<file path="src/include/rsrc_defs.svh">
`ifndef RSRC_DEFS_SVH
`define RSRC_DEFS_SVH

// ------------------------------
// dispatch and branch tags
// ------------------------------

// slots per dispatch group
`define RSRC_DISP_SIZE 2

// branch tag pool
`define RSRC_BRTAG_NUM 4
// log2 of the pool size
`define RSRC_BRTAG_W 2

// ------------------------------
// back-end queue depths
// ------------------------------

`define RSRC_ROB_DEPTH 16
`define RSRC_ALU_DEPTH 8
`define RSRC_LDQ_DEPTH 8
`define RSRC_STQ_DEPTH 8
// one branch unit entry per tag
`define RSRC_BRU_DEPTH `RSRC_BRTAG_NUM

// config address, 0..4 select rob, alu, ldq, stq, bru
`define RSRC_CFG_ADDR_W 3

// credit counts, limits and per-group counts
`define RSRC_CNT_W 5

`endif

</file>
<file path="src/source/rsrc_pkg.sv">
`include "rsrc_defs.svh"

package rsrc_pkg;

  // top bit of the commit word selects the view
  localparam logic KIND_COMMIT = 1'b0;
  localparam logic KIND_FLUSH  = 1'b1;

  // 8-bit commit word, decoded either as a commit or as a flush
  typedef union packed {
    // commit view releases the tags of committed branches
    struct packed {
      logic                                          kind;
      logic [`RSRC_DISP_SIZE-1:0]                    is_br;
      logic [`RSRC_DISP_SIZE-1:0][`RSRC_BRTAG_W-1:0] tag;
      logic                                          pad;
    } cmt;
    // flush view frees one tag and cancels this cycle's dispatch
    struct packed {
      logic                     kind;
      logic                     valid;
      logic [`RSRC_BRTAG_W-1:0] tag;
      logic [3:0]               pad;
    } flush;
  } commit_word_u;

endpackage

</file>
<file path="src/source/rsrc_cfg_regs.sv">
`timescale 1ns/1ps
`include "rsrc_defs.svh"

module rsrc_cfg_regs (
  input  logic                        i_clk,
  input  logic                        i_reset_n,
  input  logic                        i_cfg_we,
  input  logic [`RSRC_CFG_ADDR_W-1:0] i_cfg_addr,
  input  logic [`RSRC_CNT_W-1:0]      i_cfg_wdata,
  output logic [`RSRC_CNT_W-1:0]      o_rob_limit,
  output logic [`RSRC_CNT_W-1:0]      o_alu_limit,
  output logic [`RSRC_CNT_W-1:0]      o_ldq_limit,
  output logic [`RSRC_CNT_W-1:0]      o_stq_limit,
  output logic [`RSRC_CNT_W-1:0]      o_bru_limit
);

  localparam int ADDR_W = `RSRC_CFG_ADDR_W;
  localparam int CNT_W  = `RSRC_CNT_W;

  localparam logic [ADDR_W-1:0] ADDR_ROB = ADDR_W'(0);
  localparam logic [ADDR_W-1:0] ADDR_ALU = ADDR_W'(1);
  localparam logic [ADDR_W-1:0] ADDR_LDQ = ADDR_W'(2);
  localparam logic [ADDR_W-1:0] ADDR_STQ = ADDR_W'(3);
  localparam logic [ADDR_W-1:0] ADDR_BRU = ADDR_W'(4);

  localparam logic [CNT_W-1:0] ROB_DEPTH = CNT_W'(`RSRC_ROB_DEPTH);
  localparam logic [CNT_W-1:0] ALU_DEPTH = CNT_W'(`RSRC_ALU_DEPTH);
  localparam logic [CNT_W-1:0] LDQ_DEPTH = CNT_W'(`RSRC_LDQ_DEPTH);
  localparam logic [CNT_W-1:0] STQ_DEPTH = CNT_W'(`RSRC_STQ_DEPTH);
  localparam logic [CNT_W-1:0] BRU_DEPTH = CNT_W'(`RSRC_BRU_DEPTH);

  logic [CNT_W-1:0] r_rob_limit;
  logic [CNT_W-1:0] r_alu_limit;
  logic [CNT_W-1:0] r_ldq_limit;
  logic [CNT_W-1:0] r_stq_limit;
  logic [CNT_W-1:0] r_bru_limit;

  // a limit above the real queue depth is cut back to the depth
  function automatic logic [CNT_W-1:0] clamp(input logic [CNT_W-1:0] val,
                                             input logic [CNT_W-1:0] depth);
    return (val > depth) ? depth : val;
  endfunction

  always_ff @(posedge i_clk or negedge i_reset_n) begin
    if (!i_reset_n) begin
      r_rob_limit <= ROB_DEPTH;
      r_alu_limit <= ALU_DEPTH;
      r_ldq_limit <= LDQ_DEPTH;
      r_stq_limit <= STQ_DEPTH;
      r_bru_limit <= BRU_DEPTH;
    end else if (i_cfg_we) begin
      case (i_cfg_addr)
        ADDR_ROB: r_rob_limit <= clamp(i_cfg_wdata, ROB_DEPTH);
        ADDR_ALU: r_alu_limit <= clamp(i_cfg_wdata, ALU_DEPTH);
        ADDR_LDQ: r_ldq_limit <= clamp(i_cfg_wdata, LDQ_DEPTH);
        ADDR_STQ: r_stq_limit <= clamp(i_cfg_wdata, STQ_DEPTH);
        ADDR_BRU: r_bru_limit <= clamp(i_cfg_wdata, BRU_DEPTH);
        // unmapped addresses, write dropped
        default: ;
      endcase
    end
  end

  assign o_rob_limit = r_rob_limit;
  assign o_alu_limit = r_alu_limit;
  assign o_ldq_limit = r_ldq_limit;
  assign o_stq_limit = r_stq_limit;
  assign o_bru_limit = r_bru_limit;

endmodule

</file>
<file path="src/source/credit_counter.sv">
`timescale 1ns/1ps
`include "rsrc_defs.svh"

module credit_counter #(
  parameter int MAX_CREDITS = 8
) (
  input  logic                   i_clk,
  input  logic                   i_reset_n,
  // acquire from a fired dispatch group
  input  logic                   i_get_credit,
  input  logic [`RSRC_CNT_W-1:0] i_credit_val,
  // return from the queue
  input  logic                   i_ret_valid,
  input  logic [`RSRC_CNT_W-1:0] i_ret_val,
  input  logic [`RSRC_CNT_W-1:0] i_limit,
  output logic [`RSRC_CNT_W-1:0] o_credits,
  output logic                   o_no_credits
);

  localparam int CNT_W = `RSRC_CNT_W;
  localparam logic [CNT_W-1:0] MAX_VAL = CNT_W'(MAX_CREDITS);

  logic [CNT_W-1:0] r_used;
  logic [CNT_W-1:0] w_used_next;
  logic [CNT_W-1:0] w_acq;
  logic [CNT_W-1:0] w_ret;
  logic [CNT_W-1:0] w_limit;

  // never allow more than the hardware depth, whatever the limit says
  assign w_limit = (i_limit > MAX_VAL) ? MAX_VAL : i_limit;

  assign w_acq = i_get_credit ? i_credit_val : '0;
  assign w_ret = i_ret_valid ? i_ret_val : '0;

  // acquire and return land together on the same edge
  assign w_used_next = r_used + w_acq - w_ret;

  always_ff @(posedge i_clk or negedge i_reset_n) begin
    if (!i_reset_n) begin
      r_used <= '0;
    end else begin
      r_used <= w_used_next;
    end
  end

  assign o_credits    = r_used;
  assign o_no_credits = (r_used >= w_limit);

endmodule

</file>
<file path="src/source/brtag_alloc.sv">
`timescale 1ns/1ps
`include "rsrc_defs.svh"

module brtag_alloc (
  input  logic                                          i_clk,
  input  logic                                          i_reset_n,
  input  logic                                          i_fire,
  input  logic [`RSRC_DISP_SIZE-1:0]                    i_br_vec,
  input  rsrc_pkg::commit_word_u                        i_commit,
  input  logic                                          i_br_upd_valid,
  input  logic [`RSRC_BRTAG_W-1:0]                      i_br_upd_tag,
  output logic [`RSRC_DISP_SIZE-1:0][`RSRC_BRTAG_W-1:0] o_brtag,
  output logic [`RSRC_DISP_SIZE-1:0][`RSRC_BRTAG_NUM-1:0] o_brmask
);

  import rsrc_pkg::*;

  localparam int DISP  = `RSRC_DISP_SIZE;
  localparam int NUM   = `RSRC_BRTAG_NUM;
  localparam int TAG_W = `RSRC_BRTAG_W;

  // tags in flight and the most recently handed out tag
  logic [NUM-1:0]   r_mask;
  logic [TAG_W-1:0] r_last_tag;

  logic [NUM-1:0]   w_free_vec;
  logic [NUM-1:0]   w_mask_rel;
  logic [NUM-1:0]   w_mask_chain [DISP+1];
  logic [TAG_W-1:0] w_tag_chain  [DISP+1];

  // ------------------------------
  // release
  // ------------------------------

  always_comb begin
    w_free_vec = '0;
    // committed branches
    if (i_commit.cmt.kind == KIND_COMMIT) begin
      for (int d = 0; d < DISP; d++) begin
        if (i_commit.cmt.is_br[d]) begin
          w_free_vec[i_commit.cmt.tag[d]] = 1'b1;
        end
      end
    end
    // flushed branch
    if (i_commit.flush.kind == KIND_FLUSH && i_commit.flush.valid) begin
      w_free_vec[i_commit.flush.tag] = 1'b1;
    end
    // resolved branch from the branch unit
    if (i_br_upd_valid) begin
      w_free_vec[i_br_upd_tag] = 1'b1;
    end
  end

  assign w_mask_rel = r_mask & ~w_free_vec;

  // ------------------------------
  // allocation, slot by slot
  // ------------------------------

  // computed from the branch vector alone so the tags show even under back-pressure
  always_comb begin
    logic             found;
    logic [TAG_W-1:0] idx;
    w_mask_chain[0] = w_mask_rel;
    w_tag_chain[0]  = r_last_tag;
    for (int d = 0; d < DISP; d++) begin
      // lowest free tag
      found = 1'b0;
      idx   = '0;
      for (int t = 0; t < NUM; t++) begin
        if (!found && !w_mask_chain[d][t]) begin
          found = 1'b1;
          idx   = TAG_W'(t);
        end
      end
      w_mask_chain[d+1] = w_mask_chain[d];
      w_tag_chain[d+1]  = w_tag_chain[d];
      if (i_br_vec[d] && found) begin
        w_mask_chain[d+1][idx] = 1'b1;
        w_tag_chain[d+1]       = idx;
      end
    end
  end

  for (genvar d = 0; d < DISP; d++) begin : g_slot_out
    assign o_brtag[d]  = w_tag_chain[d+1];
    // mask ahead of this slot, without its own tag
    assign o_brmask[d] = w_mask_chain[d];
  end

  // allocation only commits on a fired group, releases always apply
  always_ff @(posedge i_clk or negedge i_reset_n) begin
    if (!i_reset_n) begin
      r_mask     <= '0;
      r_last_tag <= '0;
    end else if (i_fire) begin
      r_mask     <= w_mask_chain[DISP];
      r_last_tag <= w_tag_chain[DISP];
    end else begin
      r_mask     <= w_mask_rel;
    end
  end

endmodule

</file>
<file path="src/source/rsrc_alloc.sv">
`timescale 1ns/1ps
`include "rsrc_defs.svh"

module rsrc_alloc (
  input  logic                                            i_clk,
  input  logic                                            i_reset_n,
  // dispatch group
  input  logic                                            i_disp_valid,
  input  logic                                            i_disp_ready,
  input  logic [`RSRC_CNT_W-1:0]                          i_disp_alu_cnt,
  input  logic [`RSRC_CNT_W-1:0]                          i_disp_ld_cnt,
  input  logic [`RSRC_CNT_W-1:0]                          i_disp_st_cnt,
  input  logic [`RSRC_DISP_SIZE-1:0]                      i_disp_br_vec,
  // commit and branch update
  input  rsrc_pkg::commit_word_u                          i_commit,
  input  logic                                            i_br_upd_valid,
  input  logic [`RSRC_BRTAG_W-1:0]                        i_br_upd_tag,
  // credit returns
  input  logic                                            i_rob_ret_valid,
  input  logic [`RSRC_CNT_W-1:0]                          i_rob_ret_val,
  input  logic                                            i_alu_ret_valid,
  input  logic [`RSRC_CNT_W-1:0]                          i_alu_ret_val,
  input  logic                                            i_ldq_ret_valid,
  input  logic [`RSRC_CNT_W-1:0]                          i_ldq_ret_val,
  input  logic                                            i_stq_ret_valid,
  input  logic [`RSRC_CNT_W-1:0]                          i_stq_ret_val,
  input  logic                                            i_bru_ret_valid,
  input  logic [`RSRC_CNT_W-1:0]                          i_bru_ret_val,
  // limits from the config block
  input  logic [`RSRC_CNT_W-1:0]                          i_rob_limit,
  input  logic [`RSRC_CNT_W-1:0]                          i_alu_limit,
  input  logic [`RSRC_CNT_W-1:0]                          i_ldq_limit,
  input  logic [`RSRC_CNT_W-1:0]                          i_stq_limit,
  input  logic [`RSRC_CNT_W-1:0]                          i_bru_limit,
  output logic                                            o_resource_ok,
  output logic [`RSRC_DISP_SIZE-1:0][`RSRC_BRTAG_W-1:0]   o_brtag,
  output logic [`RSRC_DISP_SIZE-1:0][`RSRC_BRTAG_NUM-1:0] o_brmask
);

  import rsrc_pkg::*;

  localparam int DISP  = `RSRC_DISP_SIZE;
  localparam int CNT_W = `RSRC_CNT_W;
  // queue order is rob, alu, ldq, stq, bru
  localparam int NQ = 5;
  localparam int DEPTH [NQ] = '{`RSRC_ROB_DEPTH, `RSRC_ALU_DEPTH, `RSRC_LDQ_DEPTH,
                                `RSRC_STQ_DEPTH, `RSRC_BRU_DEPTH};

  logic w_flush_valid;
  logic w_fire;
  logic [CNT_W-1:0] w_bru_cnt;

  logic [NQ-1:0]            w_get;
  logic [NQ-1:0][CNT_W-1:0] w_acq_cnt;
  logic [NQ-1:0]            w_ret_valid;
  logic [NQ-1:0][CNT_W-1:0] w_ret_val;
  logic [NQ-1:0][CNT_W-1:0] w_limit;
  logic [NQ-1:0]            w_no_credits;

  // ------------------------------
  // fire gating
  // ------------------------------

  assign w_flush_valid = (i_commit.flush.kind == KIND_FLUSH) & i_commit.flush.valid;
  assign w_fire        = i_disp_valid & i_disp_ready & ~w_flush_valid;

  // one bru entry per branch slot
  always_comb begin
    w_bru_cnt = '0;
    for (int d = 0; d < DISP; d++) begin
      w_bru_cnt = w_bru_cnt + CNT_W'(i_disp_br_vec[d]);
    end
  end

  // ------------------------------
  // credit counters
  // ------------------------------

  // rob always takes one entry per group
  assign w_get = {w_fire & (|w_bru_cnt),
                  w_fire & (|i_disp_st_cnt),
                  w_fire & (|i_disp_ld_cnt),
                  w_fire & (|i_disp_alu_cnt),
                  w_fire};
  assign w_acq_cnt = {w_bru_cnt, i_disp_st_cnt, i_disp_ld_cnt, i_disp_alu_cnt, CNT_W'(1)};

  assign w_ret_valid = {i_bru_ret_valid, i_stq_ret_valid, i_ldq_ret_valid,
                        i_alu_ret_valid, i_rob_ret_valid};
  assign w_ret_val   = {i_bru_ret_val, i_stq_ret_val, i_ldq_ret_val,
                        i_alu_ret_val, i_rob_ret_val};
  assign w_limit     = {i_bru_limit, i_stq_limit, i_ldq_limit, i_alu_limit, i_rob_limit};

  for (genvar q = 0; q < NQ; q++) begin : g_credit
    credit_counter #(
      .MAX_CREDITS (DEPTH[q])
    ) u_credit_counter (
      .i_clk        (i_clk),
      .i_reset_n    (i_reset_n),
      .i_get_credit (w_get[q]),
      .i_credit_val (w_acq_cnt[q]),
      .i_ret_valid  (w_ret_valid[q]),
      .i_ret_val    (w_ret_val[q]),
      .i_limit      (w_limit[q]),
      .o_credits    (),
      .o_no_credits (w_no_credits[q])
    );
  end

  assign o_resource_ok = ~(|w_no_credits);

  // ------------------------------
  // branch tags
  // ------------------------------

  brtag_alloc u_brtag_alloc (
    .i_clk          (i_clk),
    .i_reset_n      (i_reset_n),
    .i_fire         (w_fire),
    .i_br_vec       (i_disp_br_vec),
    .i_commit       (i_commit),
    .i_br_upd_valid (i_br_upd_valid),
    .i_br_upd_tag   (i_br_upd_tag),
    .o_brtag        (o_brtag),
    .o_brmask       (o_brmask)
  );

endmodule

</file>
<file path="src/source/rsrc_alloc_top.sv">
`timescale 1ns/1ps
`include "rsrc_defs.svh"

module rsrc_alloc_top (
  input  logic                                            i_clk,
  input  logic                                            i_reset_n,
  input  logic                                            i_disp_valid,
  input  logic                                            i_disp_ready,
  input  logic [`RSRC_CNT_W-1:0]                          i_disp_alu_cnt,
  input  logic [`RSRC_CNT_W-1:0]                          i_disp_ld_cnt,
  input  logic [`RSRC_CNT_W-1:0]                          i_disp_st_cnt,
  input  logic [`RSRC_DISP_SIZE-1:0]                      i_disp_br_vec,
  input  rsrc_pkg::commit_word_u                          i_commit,
  input  logic                                            i_br_upd_valid,
  input  logic [`RSRC_BRTAG_W-1:0]                        i_br_upd_tag,
  input  logic                                            i_rob_ret_valid,
  input  logic [`RSRC_CNT_W-1:0]                          i_rob_ret_val,
  input  logic                                            i_alu_ret_valid,
  input  logic [`RSRC_CNT_W-1:0]                          i_alu_ret_val,
  input  logic                                            i_ldq_ret_valid,
  input  logic [`RSRC_CNT_W-1:0]                          i_ldq_ret_val,
  input  logic                                            i_stq_ret_valid,
  input  logic [`RSRC_CNT_W-1:0]                          i_stq_ret_val,
  input  logic                                            i_bru_ret_valid,
  input  logic [`RSRC_CNT_W-1:0]                          i_bru_ret_val,
  // config write port
  input  logic                                            i_cfg_we,
  input  logic [`RSRC_CFG_ADDR_W-1:0]                     i_cfg_addr,
  input  logic [`RSRC_CNT_W-1:0]                          i_cfg_wdata,
  output logic                                            o_resource_ok,
  output logic [`RSRC_DISP_SIZE-1:0][`RSRC_BRTAG_W-1:0]   o_brtag,
  output logic [`RSRC_DISP_SIZE-1:0][`RSRC_BRTAG_NUM-1:0] o_brmask
);

  logic [`RSRC_CNT_W-1:0] w_rob_limit;
  logic [`RSRC_CNT_W-1:0] w_alu_limit;
  logic [`RSRC_CNT_W-1:0] w_ldq_limit;
  logic [`RSRC_CNT_W-1:0] w_stq_limit;
  logic [`RSRC_CNT_W-1:0] w_bru_limit;

  rsrc_cfg_regs u_rsrc_cfg_regs (
    .i_clk       (i_clk),
    .i_reset_n   (i_reset_n),
    .i_cfg_we    (i_cfg_we),
    .i_cfg_addr  (i_cfg_addr),
    .i_cfg_wdata (i_cfg_wdata),
    .o_rob_limit (w_rob_limit),
    .o_alu_limit (w_alu_limit),
    .o_ldq_limit (w_ldq_limit),
    .o_stq_limit (w_stq_limit),
    .o_bru_limit (w_bru_limit)
  );

  rsrc_alloc u_rsrc_alloc (
    .i_clk           (i_clk),
    .i_reset_n       (i_reset_n),
    .i_disp_valid    (i_disp_valid),
    .i_disp_ready    (i_disp_ready),
    .i_disp_alu_cnt  (i_disp_alu_cnt),
    .i_disp_ld_cnt   (i_disp_ld_cnt),
    .i_disp_st_cnt   (i_disp_st_cnt),
    .i_disp_br_vec   (i_disp_br_vec),
    .i_commit        (i_commit),
    .i_br_upd_valid  (i_br_upd_valid),
    .i_br_upd_tag    (i_br_upd_tag),
    .i_rob_ret_valid (i_rob_ret_valid),
    .i_rob_ret_val   (i_rob_ret_val),
    .i_alu_ret_valid (i_alu_ret_valid),
    .i_alu_ret_val   (i_alu_ret_val),
    .i_ldq_ret_valid (i_ldq_ret_valid),
    .i_ldq_ret_val   (i_ldq_ret_val),
    .i_stq_ret_valid (i_stq_ret_valid),
    .i_stq_ret_val   (i_stq_ret_val),
    .i_bru_ret_valid (i_bru_ret_valid),
    .i_bru_ret_val   (i_bru_ret_val),
    .i_rob_limit     (w_rob_limit),
    .i_alu_limit     (w_alu_limit),
    .i_ldq_limit     (w_ldq_limit),
    .i_stq_limit     (w_stq_limit),
    .i_bru_limit     (w_bru_limit),
    .o_resource_ok   (o_resource_ok),
    .o_brtag         (o_brtag),
    .o_brmask        (o_brmask)
  );

endmodule

</file>
<file path="config.mk">
export PLATFORM = sky130hd
export DESIGN_NAME = rsrc_alloc_top
export DESIGN_NICKNAME = d
export VERILOG_FILES = /design/src/source/rsrc_pkg.sv /design/src/source/rsrc_cfg_regs.sv /design/src/source/credit_counter.sv /design/src/source/brtag_alloc.sv /design/src/source/rsrc_alloc.sv /design/src/source/rsrc_alloc_top.sv
export VERILOG_INCLUDE_DIRS = /design/src /design/src/include
export SDC_FILE = /design/constraint.sdc
export NUM_CORES = 1
export LEC_CHECK = 0
export ABC_AREA = 1
export BUFFER_PORTS_ARGS = -buffer_cell sky130_fd_sc_hd__buf_2
export CELL_PAD_IN_SITES_DETAIL_PLACEMENT = 0
export CELL_PAD_IN_SITES_GLOBAL_PLACEMENT = 1
export CORE_MARGIN = 4
export CORE_UTILIZATION = 38
export CTS_BUF_LIST = sky130_fd_sc_hd__clkbuf_16
export CTS_CLUSTER_SIZE = 8
export DETAILED_ROUTE_END_ITERATION = 8
export GPL_TIMING_DRIVEN = 0
export PLACE_DENSITY_LB_ADDON = 0.1
export SETUP_SLACK_MARGIN = 0.05
export SLEW_MARGIN = 20
export SYNTH_ARGS = -nofsm -noshare
export SYNTH_HDL_FRONTEND = slang
export SYNTH_SLANG_ARGS = --single-unit
</file>
<file path="constraint.sdc">
create_clock -name i_clk -period 1.8 [get_ports i_clk]
set_input_delay 0.27 -clock i_clk [delete_from_list [all_inputs] [get_ports i_clk]]
set_output_delay 0.27 -clock i_clk [all_outputs]
set_load 0.1 [all_outputs]
</file>
# ---- Word level (Yosys, flattened, before mapping)
# Cells that the tools add are included.
dict set report word_totals {
  elab_cells 159
  regBits 56
  out_inout_bits 13
}
dict set report classes {
  bitwise_logic 16
  n_reduce_logical 36
  addsub 11
  order_cmp 25
  eq_ne 4
  mux 55
}
# operator n
set op_table {}
lappend op_table {{2-to-1 mux 5 bit} 17}
lappend op_table {{2-to-1 mux 4 bit} 9}
lappend op_table {{>= comparator 5 bit} 5}
lappend op_table {{OR reduction 5 bit} 5}
lappend op_table {{subtractor 5 bit} 5}
lappend op_table {{adder 5 bit} 4}
lappend op_table {{greater-than comparator 5 x 4 -> 1 bit, second input constant} 4}
lappend op_table {{bitwise OR 4 bit} 5}
lappend op_table {{< comparator 2 x 3 -> 1 bit, second input constant} 6}
lappend op_table {{2-to-1 mux 1 bit} 17}
lappend op_table {{logical AND 1 bit} 15}
lappend op_table {{demux 1 bit (select 2 bit)} 6}
lappend op_table {{>= comparator 2 x 1 -> 1 bit, second input constant} 6}
lappend op_table {{2-to-1 mux 2 bit} 6}
lappend op_table {{greater-than comparator 5 x 3 -> 1 bit, second input constant} 2}
lappend op_table {{greater-than comparator 5 bit, second input constant} 2}
lappend op_table {{logical NOT 1 bit} 10}
lappend op_table {{AND reduction 2 bit} 5}
lappend op_table {{bitwise AND 1 bit} 7}
lappend op_table {{== test 3 x 2 -> 1 bit, second input constant} 2}
lappend op_table {{adder 5 x 1 -> 5 bit} 1}
lappend op_table {{bitwise AND 4 bit} 1}
lappend op_table {{inverter 4 bit} 1}
lappend op_table {{== test 3 x 1 -> 1 bit, second input constant} 1}
lappend op_table {{4 further kinds} 5}

# ---- Logic depth before layout (Yosys ltp)
# Gate-level depths: netlist (run 1).
dict set report depth {
  word_depth 46
  depth_mapped 16
  mapped_depth_nobuf 16
}

# ---- Cells and area by module
# Synthesis (run 1) repeated with hierarchy kept, for this count alone.
dict set report unflattened {
  cells_unflattened 724
  area_unflattened_um2 5112.4
}
# module area_per_inst_um2 cells_each n_inst
set by_module_without_submodules {}
lappend by_module_without_submodules {{credit_counter (u_rsrc_alloc.g_credit[2].u_credit_counter ...)} 668.1 95 2}
lappend by_module_without_submodules {rsrc_cfg_regs 1024.7 115 1}
lappend by_module_without_submodules {{credit_counter (u_rsrc_alloc.g_credit[4].u_credit_counter)} 665.6 97 1}
lappend by_module_without_submodules {{credit_counter (u_rsrc_alloc.g_credit[0].u_credit_counter)} 655.6 96 1}
lappend by_module_without_submodules {brtag_alloc 651.9 106 1}
lappend by_module_without_submodules {{credit_counter (u_rsrc_alloc.g_credit[1].u_credit_counter)} 628.1 88 1}
lappend by_module_without_submodules {rsrc_alloc 150.1 32 1}

# ---- Least setup slack after synthesis (run 1)
# No wires, ideal clock.
dict set report synth_path {
  kind {input -> output}
  startpoint {input i_commit[6] in the netlist's numbering}
  endpoint {output o_brtag[2] in the netlist's numbering}
  t_arrival_ps 4314
  path_slack_ps -2784
  stages 10
  n_path_buf 0
  t_required_ps 1530
  cell_sequence {nand2_2 > nor2_1 > nor2_1 > nand2_2 > inv_1 > nand3_2 > nand2_4 > o31ai_1 > nand2_1 > nand2_2}
}
# item line_no
set synth_lines {}
lappend synth_lines {{from (decl)} rsrc_alloc_top.sv:13} ;# input rsrc_pkg::commit_word_u i_commit,
lappend synth_lines {{to (decl)} rsrc_alloc_top.sv:31} ;# output logic [`RSRC_DISP_SIZE-1:0][`RSRC_BRTAG_W-1:0] o_brtag,

# ---- Worst setup path in the final report (run 1)
dict set report layout_path {
  startpoint {register u_rsrc_cfg_regs.r_stq_limit[0] (netlist: u_rsrc_cfg_regs.o_stq_limit[0])}
  endpoint {output o_resource_ok}
}
dict set report layout_via {
  elab_chain_cells 5
}
# item line_no
set layout_lines {}
lappend layout_lines {{from (decl)} rsrc_cfg_regs.sv:35} ;# logic [CNT_W-1:0] r_stq_limit;
lappend layout_lines {{from (signal assigned)} rsrc_cfg_regs.sv:56} ;# ADDR_STQ: r_stq_limit <= clamp(i_cfg_wdata, STQ_DEPTH);
lappend layout_lines {{greater-than comparator 5 x 4 -> 1 bit} credit_counter.sv:30} ;# assign w_limit = (i_limit > MAX_VAL) ? MAX_VAL : i_limit;
lappend layout_lines {{2-to-1 mux 5 bit *} credit_counter.sv:30}
lappend layout_lines {{>= comparator 5 bit *} credit_counter.sv:47} ;# assign o_no_credits = (r_used >= w_limit);
lappend layout_lines {{OR reduction 5 bit *} rsrc_alloc.sv:109} ;# assign o_resource_ok = ~(|w_no_credits);
lappend layout_lines {{inverter 1 bit *} rsrc_alloc.sv:109}
lappend layout_lines {{to (decl)} rsrc_alloc_top.sv:30} ;# output logic o_resource_ok,
# Every way passes the cells marked *; elsewhere a longest branch is shown, timed or not.

==> reports/qor.txt, run 1 <==
First drt pass iteration count - 4
Max Cap Violations - 0
CP Class - flip-flop to output port
Core box area - 0.01147 sq mm
CP required - 1.53 ns
Clk buf depth - 2
H-Tree Level Count - 2
Tot GR Track Use - 15.66%
Cts bufs inserted - 5
Mapped Cells - 553
Final Max Slew Viols - 0
Minimum clock period - 2.725 ns
Warnings, synthesis - 0
Full die area - 0.01358 sq mm
Synth area leader - dfrtp_1
Fmax achieved - 367.0 MHz
Post-synthesis adder-cell area fraction - 22.64%
Hpwl dp - 7828 um
Routed WL - 10790 um
Synth top area share - 28.52%
Initial Util - 39.03%
First-pass GRT wire length - 17130 um
Pleak - 3.270 nW
Nets - 828
Chip height - 116.5 um
Setup violators final - 25
Failing checks - setup timing
Vias/cell - 4.667
Via count - 3869
Period utilization - 151.4%
Synth Flop Type - dfrtp_1
Synth top area cells - dfrtp_1 29%, ha_1 16%, inv_1 10%
Fin cells - 829
Area growth syn-to-layout - 40.87%
Drt drc - 0
Avg WL per Cell - 13.01 um
Setup crit start kind - flip-flop
Worst VDD drop - 0.0008071 V
Netlist cell types - 34
Number of synthesized flops with an enable pin - 0
Clock Skew - 0.001922 ns
Placed Instances - 782
Unrepaired setup endpoints after global routing - true
Post-route ant nets - 0
Crit-path max FO - 2
IO Pins - 84
Placed Area - 0.005221 sq mm
Reg clk slew, reported paths - 0.07 ns
Complex-gate fraction of the synthesized area - 8.862%
Antenna diodes - 0
Die span in x - 116.5 um
Final-report hold violation count - 0
Initial antenna violation count - 0
Clk Latency, worst-skew pair - 0.29 ns
Synth Register Bits - 56
GRT overflow - 0
Simple-gate share of the synthesized area - 20.24%
Xor/xnor share of the synthesized area - 5.479%
Placer Congestion - 0.8060
Iteration-0 DRC Markers - 84
Mux contribution to synthesized area - 0.5032%
Site row count - 39
Register area share after synthesis - 31.45%
Mapped Avg Cell Area - 8.093 sq um
Largest family of logic cells by synthesized area - adder cells
Pin count of the biggest net entering global routing - 57
CTS root buffer - clkbuf_16
Clock Sinks - 56
Worst setup EP type - output port
Share of layout cells above drive strength 1 - 36.15%
Final Cell Area - 0.006305 sq mm
Slew Limit Headroom - 52.27%
Vias in the first global route - 3796
Outcome - complete, but fails checks
Most frequent cell after synthesis - inv_1
Setup ws final - -0.9249 ns
Pwr dens - 1200 mW/mm^2
Cell area after synthesis - 0.004476 sq mm
TritonCTS clock tree - done
Min-Delay Path Class - primary input to async pin
Crit path DAT - 2.45 ns
Slew @ Worst Pin - 0.7160 ns
Async SR Flop Fraction - 100.0%
Leading cell types by count after synthesis - 122 x inv_1, 115 x nand2_1, 57 x ha_1, 51 x dfrtp_1, 32 x nor2_1
Port Buffer Count - 82
where the power goes:
part	leakage [nW]	total, mW	switching, mW	internal (mW)
Combinational	2.51	4.63	2.41	2.22
Clock	0.0635	0.967	0.455	0.512
Sequential	0.694	1.97	0.266	1.70
metrics by stage:
step | setup slack (ns) | power, mW | setup TNS [ns] | hold slack [ns] | util (%)
after detailed placement | -1.267 | 5.645 | -22.60 | 0.3839 | 45.53
after floorplan | -1.158 | 4.834 | -11.99 | -0.02559 | -
after global placement | -1.249 | 5.541 | -22.07 | 0.4669 | 45.51
after global routing | -1.031 | 8.289 | -8.298 | 0.09235 | 54.98
after CTS | -0.9484 | 7.157 | -5.073 | 0.07020 | 50.94
final | -0.9249 | 7.567 | -5.918 | 0.01704 | 54.98
timing repair:
item,in CTS,in global routing
endpoints found under the hold margin,0,0
cloned,0,0
setup buffers,16,25
resized for setup,94,66
endpoints found under the setup margin,32,33
hold buffers,0,0
pin swaps,49,47
logic make-up after synthesis:
kind of cell | Yosys count
adders and majority gates | 72
DFF | 56
other | 1
xor gates and xnor gates | 28
muxes | 2
and+or+nand+nor | 202
AOI/OAI and AO/OA | 65
buffers and inverters | 127
per-layer routing:
layer  vias up  global-route usage, %  share of wire (%)
met3        10                  1.813                3.7
met4         0                  4.176                1.2
met2        72                  26.16                 50
li1       1970                      -                  -
met5         -                      0                  0
met1      1817                  21.54                 45
flip-flops by register name, indices dropped and copies added (netlist names):
signal,cells
u_rsrc_alloc.u_brtag_alloc.r_mask,4
u_rsrc_cfg_regs.o_alu_limit,5
u_rsrc_alloc.u_brtag_alloc.r_last_tag,2
u_rsrc_alloc.g_credit.u_credit_counter.o_credits,25
u_rsrc_cfg_regs.o_bru_limit,5
u_rsrc_cfg_regs.o_rob_limit,5
u_rsrc_cfg_regs.o_stq_limit,5
u_rsrc_cfg_regs.o_ldq_limit,5
area by class of cell:
cell class | count | area (sq um)
fillers | 1059 | 5162
repair buffers | 121 | 979.7
multi-input cells | 374 | 3088
plain buffers | 1 | 20.02
inverters | 126 | 486.7
flip-flops and latches | 56 | 1408
clock buffers | 5 | 125.1
clock inverters | 3 | 18.77
well taps | 143 | 178.9
worst paths after layout:
path                                                 from  cells past startpoint  slack, ns                        endpoint
max                        u_rsrc_cfg_regs.o_stq_limit[0]                     10      -0.92                   o_resource_ok
min                                             i_reset_n                      1       0.02                       async pin
max reg2reg                                     flip-flop                      9      -0.28                       flip-flop
min reg2reg                u_rsrc_cfg_regs.o_alu_limit[2]                      2       0.48  u_rsrc_cfg_regs.o_alu_limit[2]
max in group asynchronous                       i_reset_n                      1       1.30  u_rsrc_cfg_regs.o_stq_limit[2]
min in group i_clk                         i_cfg_wdata[3]                      3       0.21  u_rsrc_cfg_regs.o_rob_limit[3]
critical path: stages, from the launching register on:
cell and delay (ns):
dfrtp_1 0.39, nor4_1 0.27, o21ai_1 0.10, ha_1 0.27
a21boi_1 0.12, o21a_1 0.16, o21a_1 0.17, o21ai_2 0.15
nand2_2 0.08, nor3_4 0.24, buf_12 0.21
layout by cell type (no fill, tap or decap), types with 5 or more instances in the layout:
cell type  netlist  layout
inv_1          122     104
nand2_1        115     101
dfrtp_1         51      51
buf_6            0      23
a21oi_2          0       8
nand2_2          9      14
o21ai_2          2       9
dfstp_2          5       5
buf_2            0      62
buf_12           0      11
conb_1           1       5
nor2_1          32      30
nand3_1         22      19
buf_4            1      23
o21ai_0         21       9
ha_1            57      43
nor3_1           6       5
xor2_1          15      15
o21ai_1          4       7
ha_4             0      13
o21a_1          11      11
xnor2_1         13      11
fa_1            15       9
nand2_4          6      11
a21oi_1         15       7
inv_2            4      19
clkbuf_16        0       5
fa_2             0       6
No activity file was read; power rests on OpenSTA's default activity.
==> run 2, diff against run 1 <==
--- a/config.mk
+++ b/config.mk
@@ -8,15 +8,13 @@
 export LEC_CHECK = 0
 export ABC_AREA = 1
 export BUFFER_PORTS_ARGS = -buffer_cell sky130_fd_sc_hd__buf_2
-export CELL_PAD_IN_SITES_DETAIL_PLACEMENT = 0
-export CELL_PAD_IN_SITES_GLOBAL_PLACEMENT = 1
 export CORE_MARGIN = 4
-export CORE_UTILIZATION = 38
+export CORE_UTILIZATION = 51
 export CTS_BUF_LIST = sky130_fd_sc_hd__clkbuf_16
 export CTS_CLUSTER_SIZE = 8
 export DETAILED_ROUTE_END_ITERATION = 8
 export GPL_TIMING_DRIVEN = 0
-export PLACE_DENSITY_LB_ADDON = 0.1
+export PLACE_DENSITY = 0.77
 export SETUP_SLACK_MARGIN = 0.05
 export SLEW_MARGIN = 20
 export SYNTH_ARGS = -nofsm -noshare
==> run 2 against run 1 <==
Net effect: the run still ends with setup timing left; power grew 9.7%; sequential power is essentially flat; final area grew 3.1%; routed wire length grew 17%; combinational power grew 16%; final cell count shrank 3.3%; clock skew grew 0.0014 ns; largest power group unchanged.
==> reports/qor.txt, run 2 (same netlist as run 1, synthesis figures left out) <==
Outcome - complete, but fails checks
Failing checks - setup timing
Period utilization - 149.4%
Routed WL - 12660 um
GRT overflow - 0
First drt pass iteration count - 5
Clock Skew - 0.003291 ns
CP required - 1.53 ns
Die span in x - 101.7 um
Post-CTS Hold Fix Bufs - 0
CP Class - flip-flop to output port
Fin cells - 802
Placed Instances - 744
CTS root buffer - clkbuf_16
Minimum clock period - 2.689 ns
Chip height - 101.7 um
Area growth syn-to-layout - 45.29%
Tot Pwr - 8.303 mW
Final Max Slew Viols - 0
Avg WL per Cell - 15.78 um
H-Tree Level Count - 2
IO Pins - 84
Port Buffer Count - 82
Pleak - 3.394 nW
Slew @ Worst Pin - 0.7047 ns
Site row count - 33
Most common cell after layout, fill and taps aside - inv_1
Iteration-0 DRC Markers - 133
Via count - 4161
First-pass GRT wire length - 17820 um
Placer Congestion - 0.8570
Largest register FFs - 25
Vias in the first global route - 4081
Cts bufs inserted - 5
Fillers - 526
Share of layout cells above drive strength 1 - 40.03%
Fmax achieved - 371.8 MHz
Initial Util - 53.40%
Pin count of the biggest net entering global routing - 57
Setup crit start kind - flip-flop
Setup slack at placement - -1.212 ns
Slew Limit Headroom - 53.02%
Crit path DAT - 2.42 ns
Worst VDD drop - 0.0009144 V
Final hold slack - 0.03475 ns
Worst setup EP type - output port
Antenna diodes - 0
Area of the multi-input gates - 0.003196 sq mm
Drt drc - 0
Nets - 839
Clock Sinks - 56
Pwr dens - 1277 mW/mm^2
Full die area - 0.01034 sq mm
Setup violators final - 28
Unrepaired setup endpoints after global routing - true
Final Util - 77.58%
Reg clk slew, reported paths - 0.07 ns
Core box area - 0.008382 sq mm
Crit-path max FO - 2
Hpwl dp - 7524 um
Placed Area - 0.005174 sq mm
Setup ws final - -0.8895 ns
Clk buf depth - 2
Vias/cell - 5.188
Final-report hold violation count - 0
Clk Latency, worst-skew pair - 0.29 ns
Post-route ant nets - 0
Commonest cells after routing, fill and taps aside - 100 x inv_1, 96 x nand2_1, 61 x buf_2
TritonCTS clock tree - done
Tot GR Track Use - 21.83%
Max Cap Violations - 0
Final Cell Area - 0.006502 sq mm
Reg area - 0.001408 sq mm
Initial antenna violation count - 0
Setup total negative slack - -6.825 ns
Min-Delay Path Class - primary input to async pin
==> run 2: changes by cell type in the layout (fill, tap and decap cells not counted), moves of 3 or more <==
cell     before  now
nand3_2       3    6
buf_6        23   27
buf_4        23   27
nand3_1      19   16
inv_1       104  100
nand2_1     101   96
nand2_2      14   18
o21ai_1       7    4
inv_2        19   22
==> run 2: what timing repair did <==
action | CTS | global route
setup buffers | 29 | 24
setup endpoints to repair | 30 | 35
pin swaps | 50 | 64
gates resized for setup | 105 | 94
==> run 2: layer usage <==
metal / track usage (%) / vias to the layer above / wire length [um]
met5: 0 / - / 0
met4: 7.566 / 0 / 416
met3: 3.512 / 32 / 587
met2: 39.74 / 126 / 6654
met1: 25.96 / 2002 / 4999
li1: - / 2001 / -
==> run 2: power breakdown <==
part / switching [mW] / internal, mW
clock: 0.442 / 0.507
combinational: 2.76 / 2.62
sequential: 0.268 / 1.70
total: 3.47 / 4.83
==> run 2: critical path, cell delays in order (launching register included) <==
cell	delay, ns
dfrtp_1	0.40
nor4_2	0.26
o21ai_1	0.09
ha_1	0.27
a21boi_1	0.13
o21a_1	0.17
o21a_1	0.17
o21ai_2	0.13
nand2_2	0.09
nor3_4	0.21
buf_12	0.20
==> run 2: worst paths after layout <==
path / from / endpoint / slack (ns) / depth (start not counted)
worst max-delay path: u_rsrc_cfg_regs.o_stq_limit[0] / o_resource_ok / -0.89 / 10
worst min-delay path: i_reset_n / async pin / 0.03 / 1
worst max register to register: flip-flop / flip-flop / -0.21 / 7
min in group i_clk: i_cfg_wdata[3] / u_rsrc_cfg_regs.o_rob_limit[3] / 0.21 / 3
worst min register to register: u_rsrc_cfg_regs.o_alu_limit[2] / u_rsrc_cfg_regs.o_alu_limit[2] / 0.48 / 2
max in group asynchronous: i_reset_n / u_rsrc_alloc.u_brtag_alloc.r_last_tag[0] / 1.31 / 1
==> run 2: final cells by class <==
cell class,instances,area share [%]
timing repair buffer,133,17.53
clock buffer,5,1.924
inverter,126,7.524
sequential,56,21.65
multi-input combinational,374,49.14
tap,105,2.020
clock inverter,3,0.2117
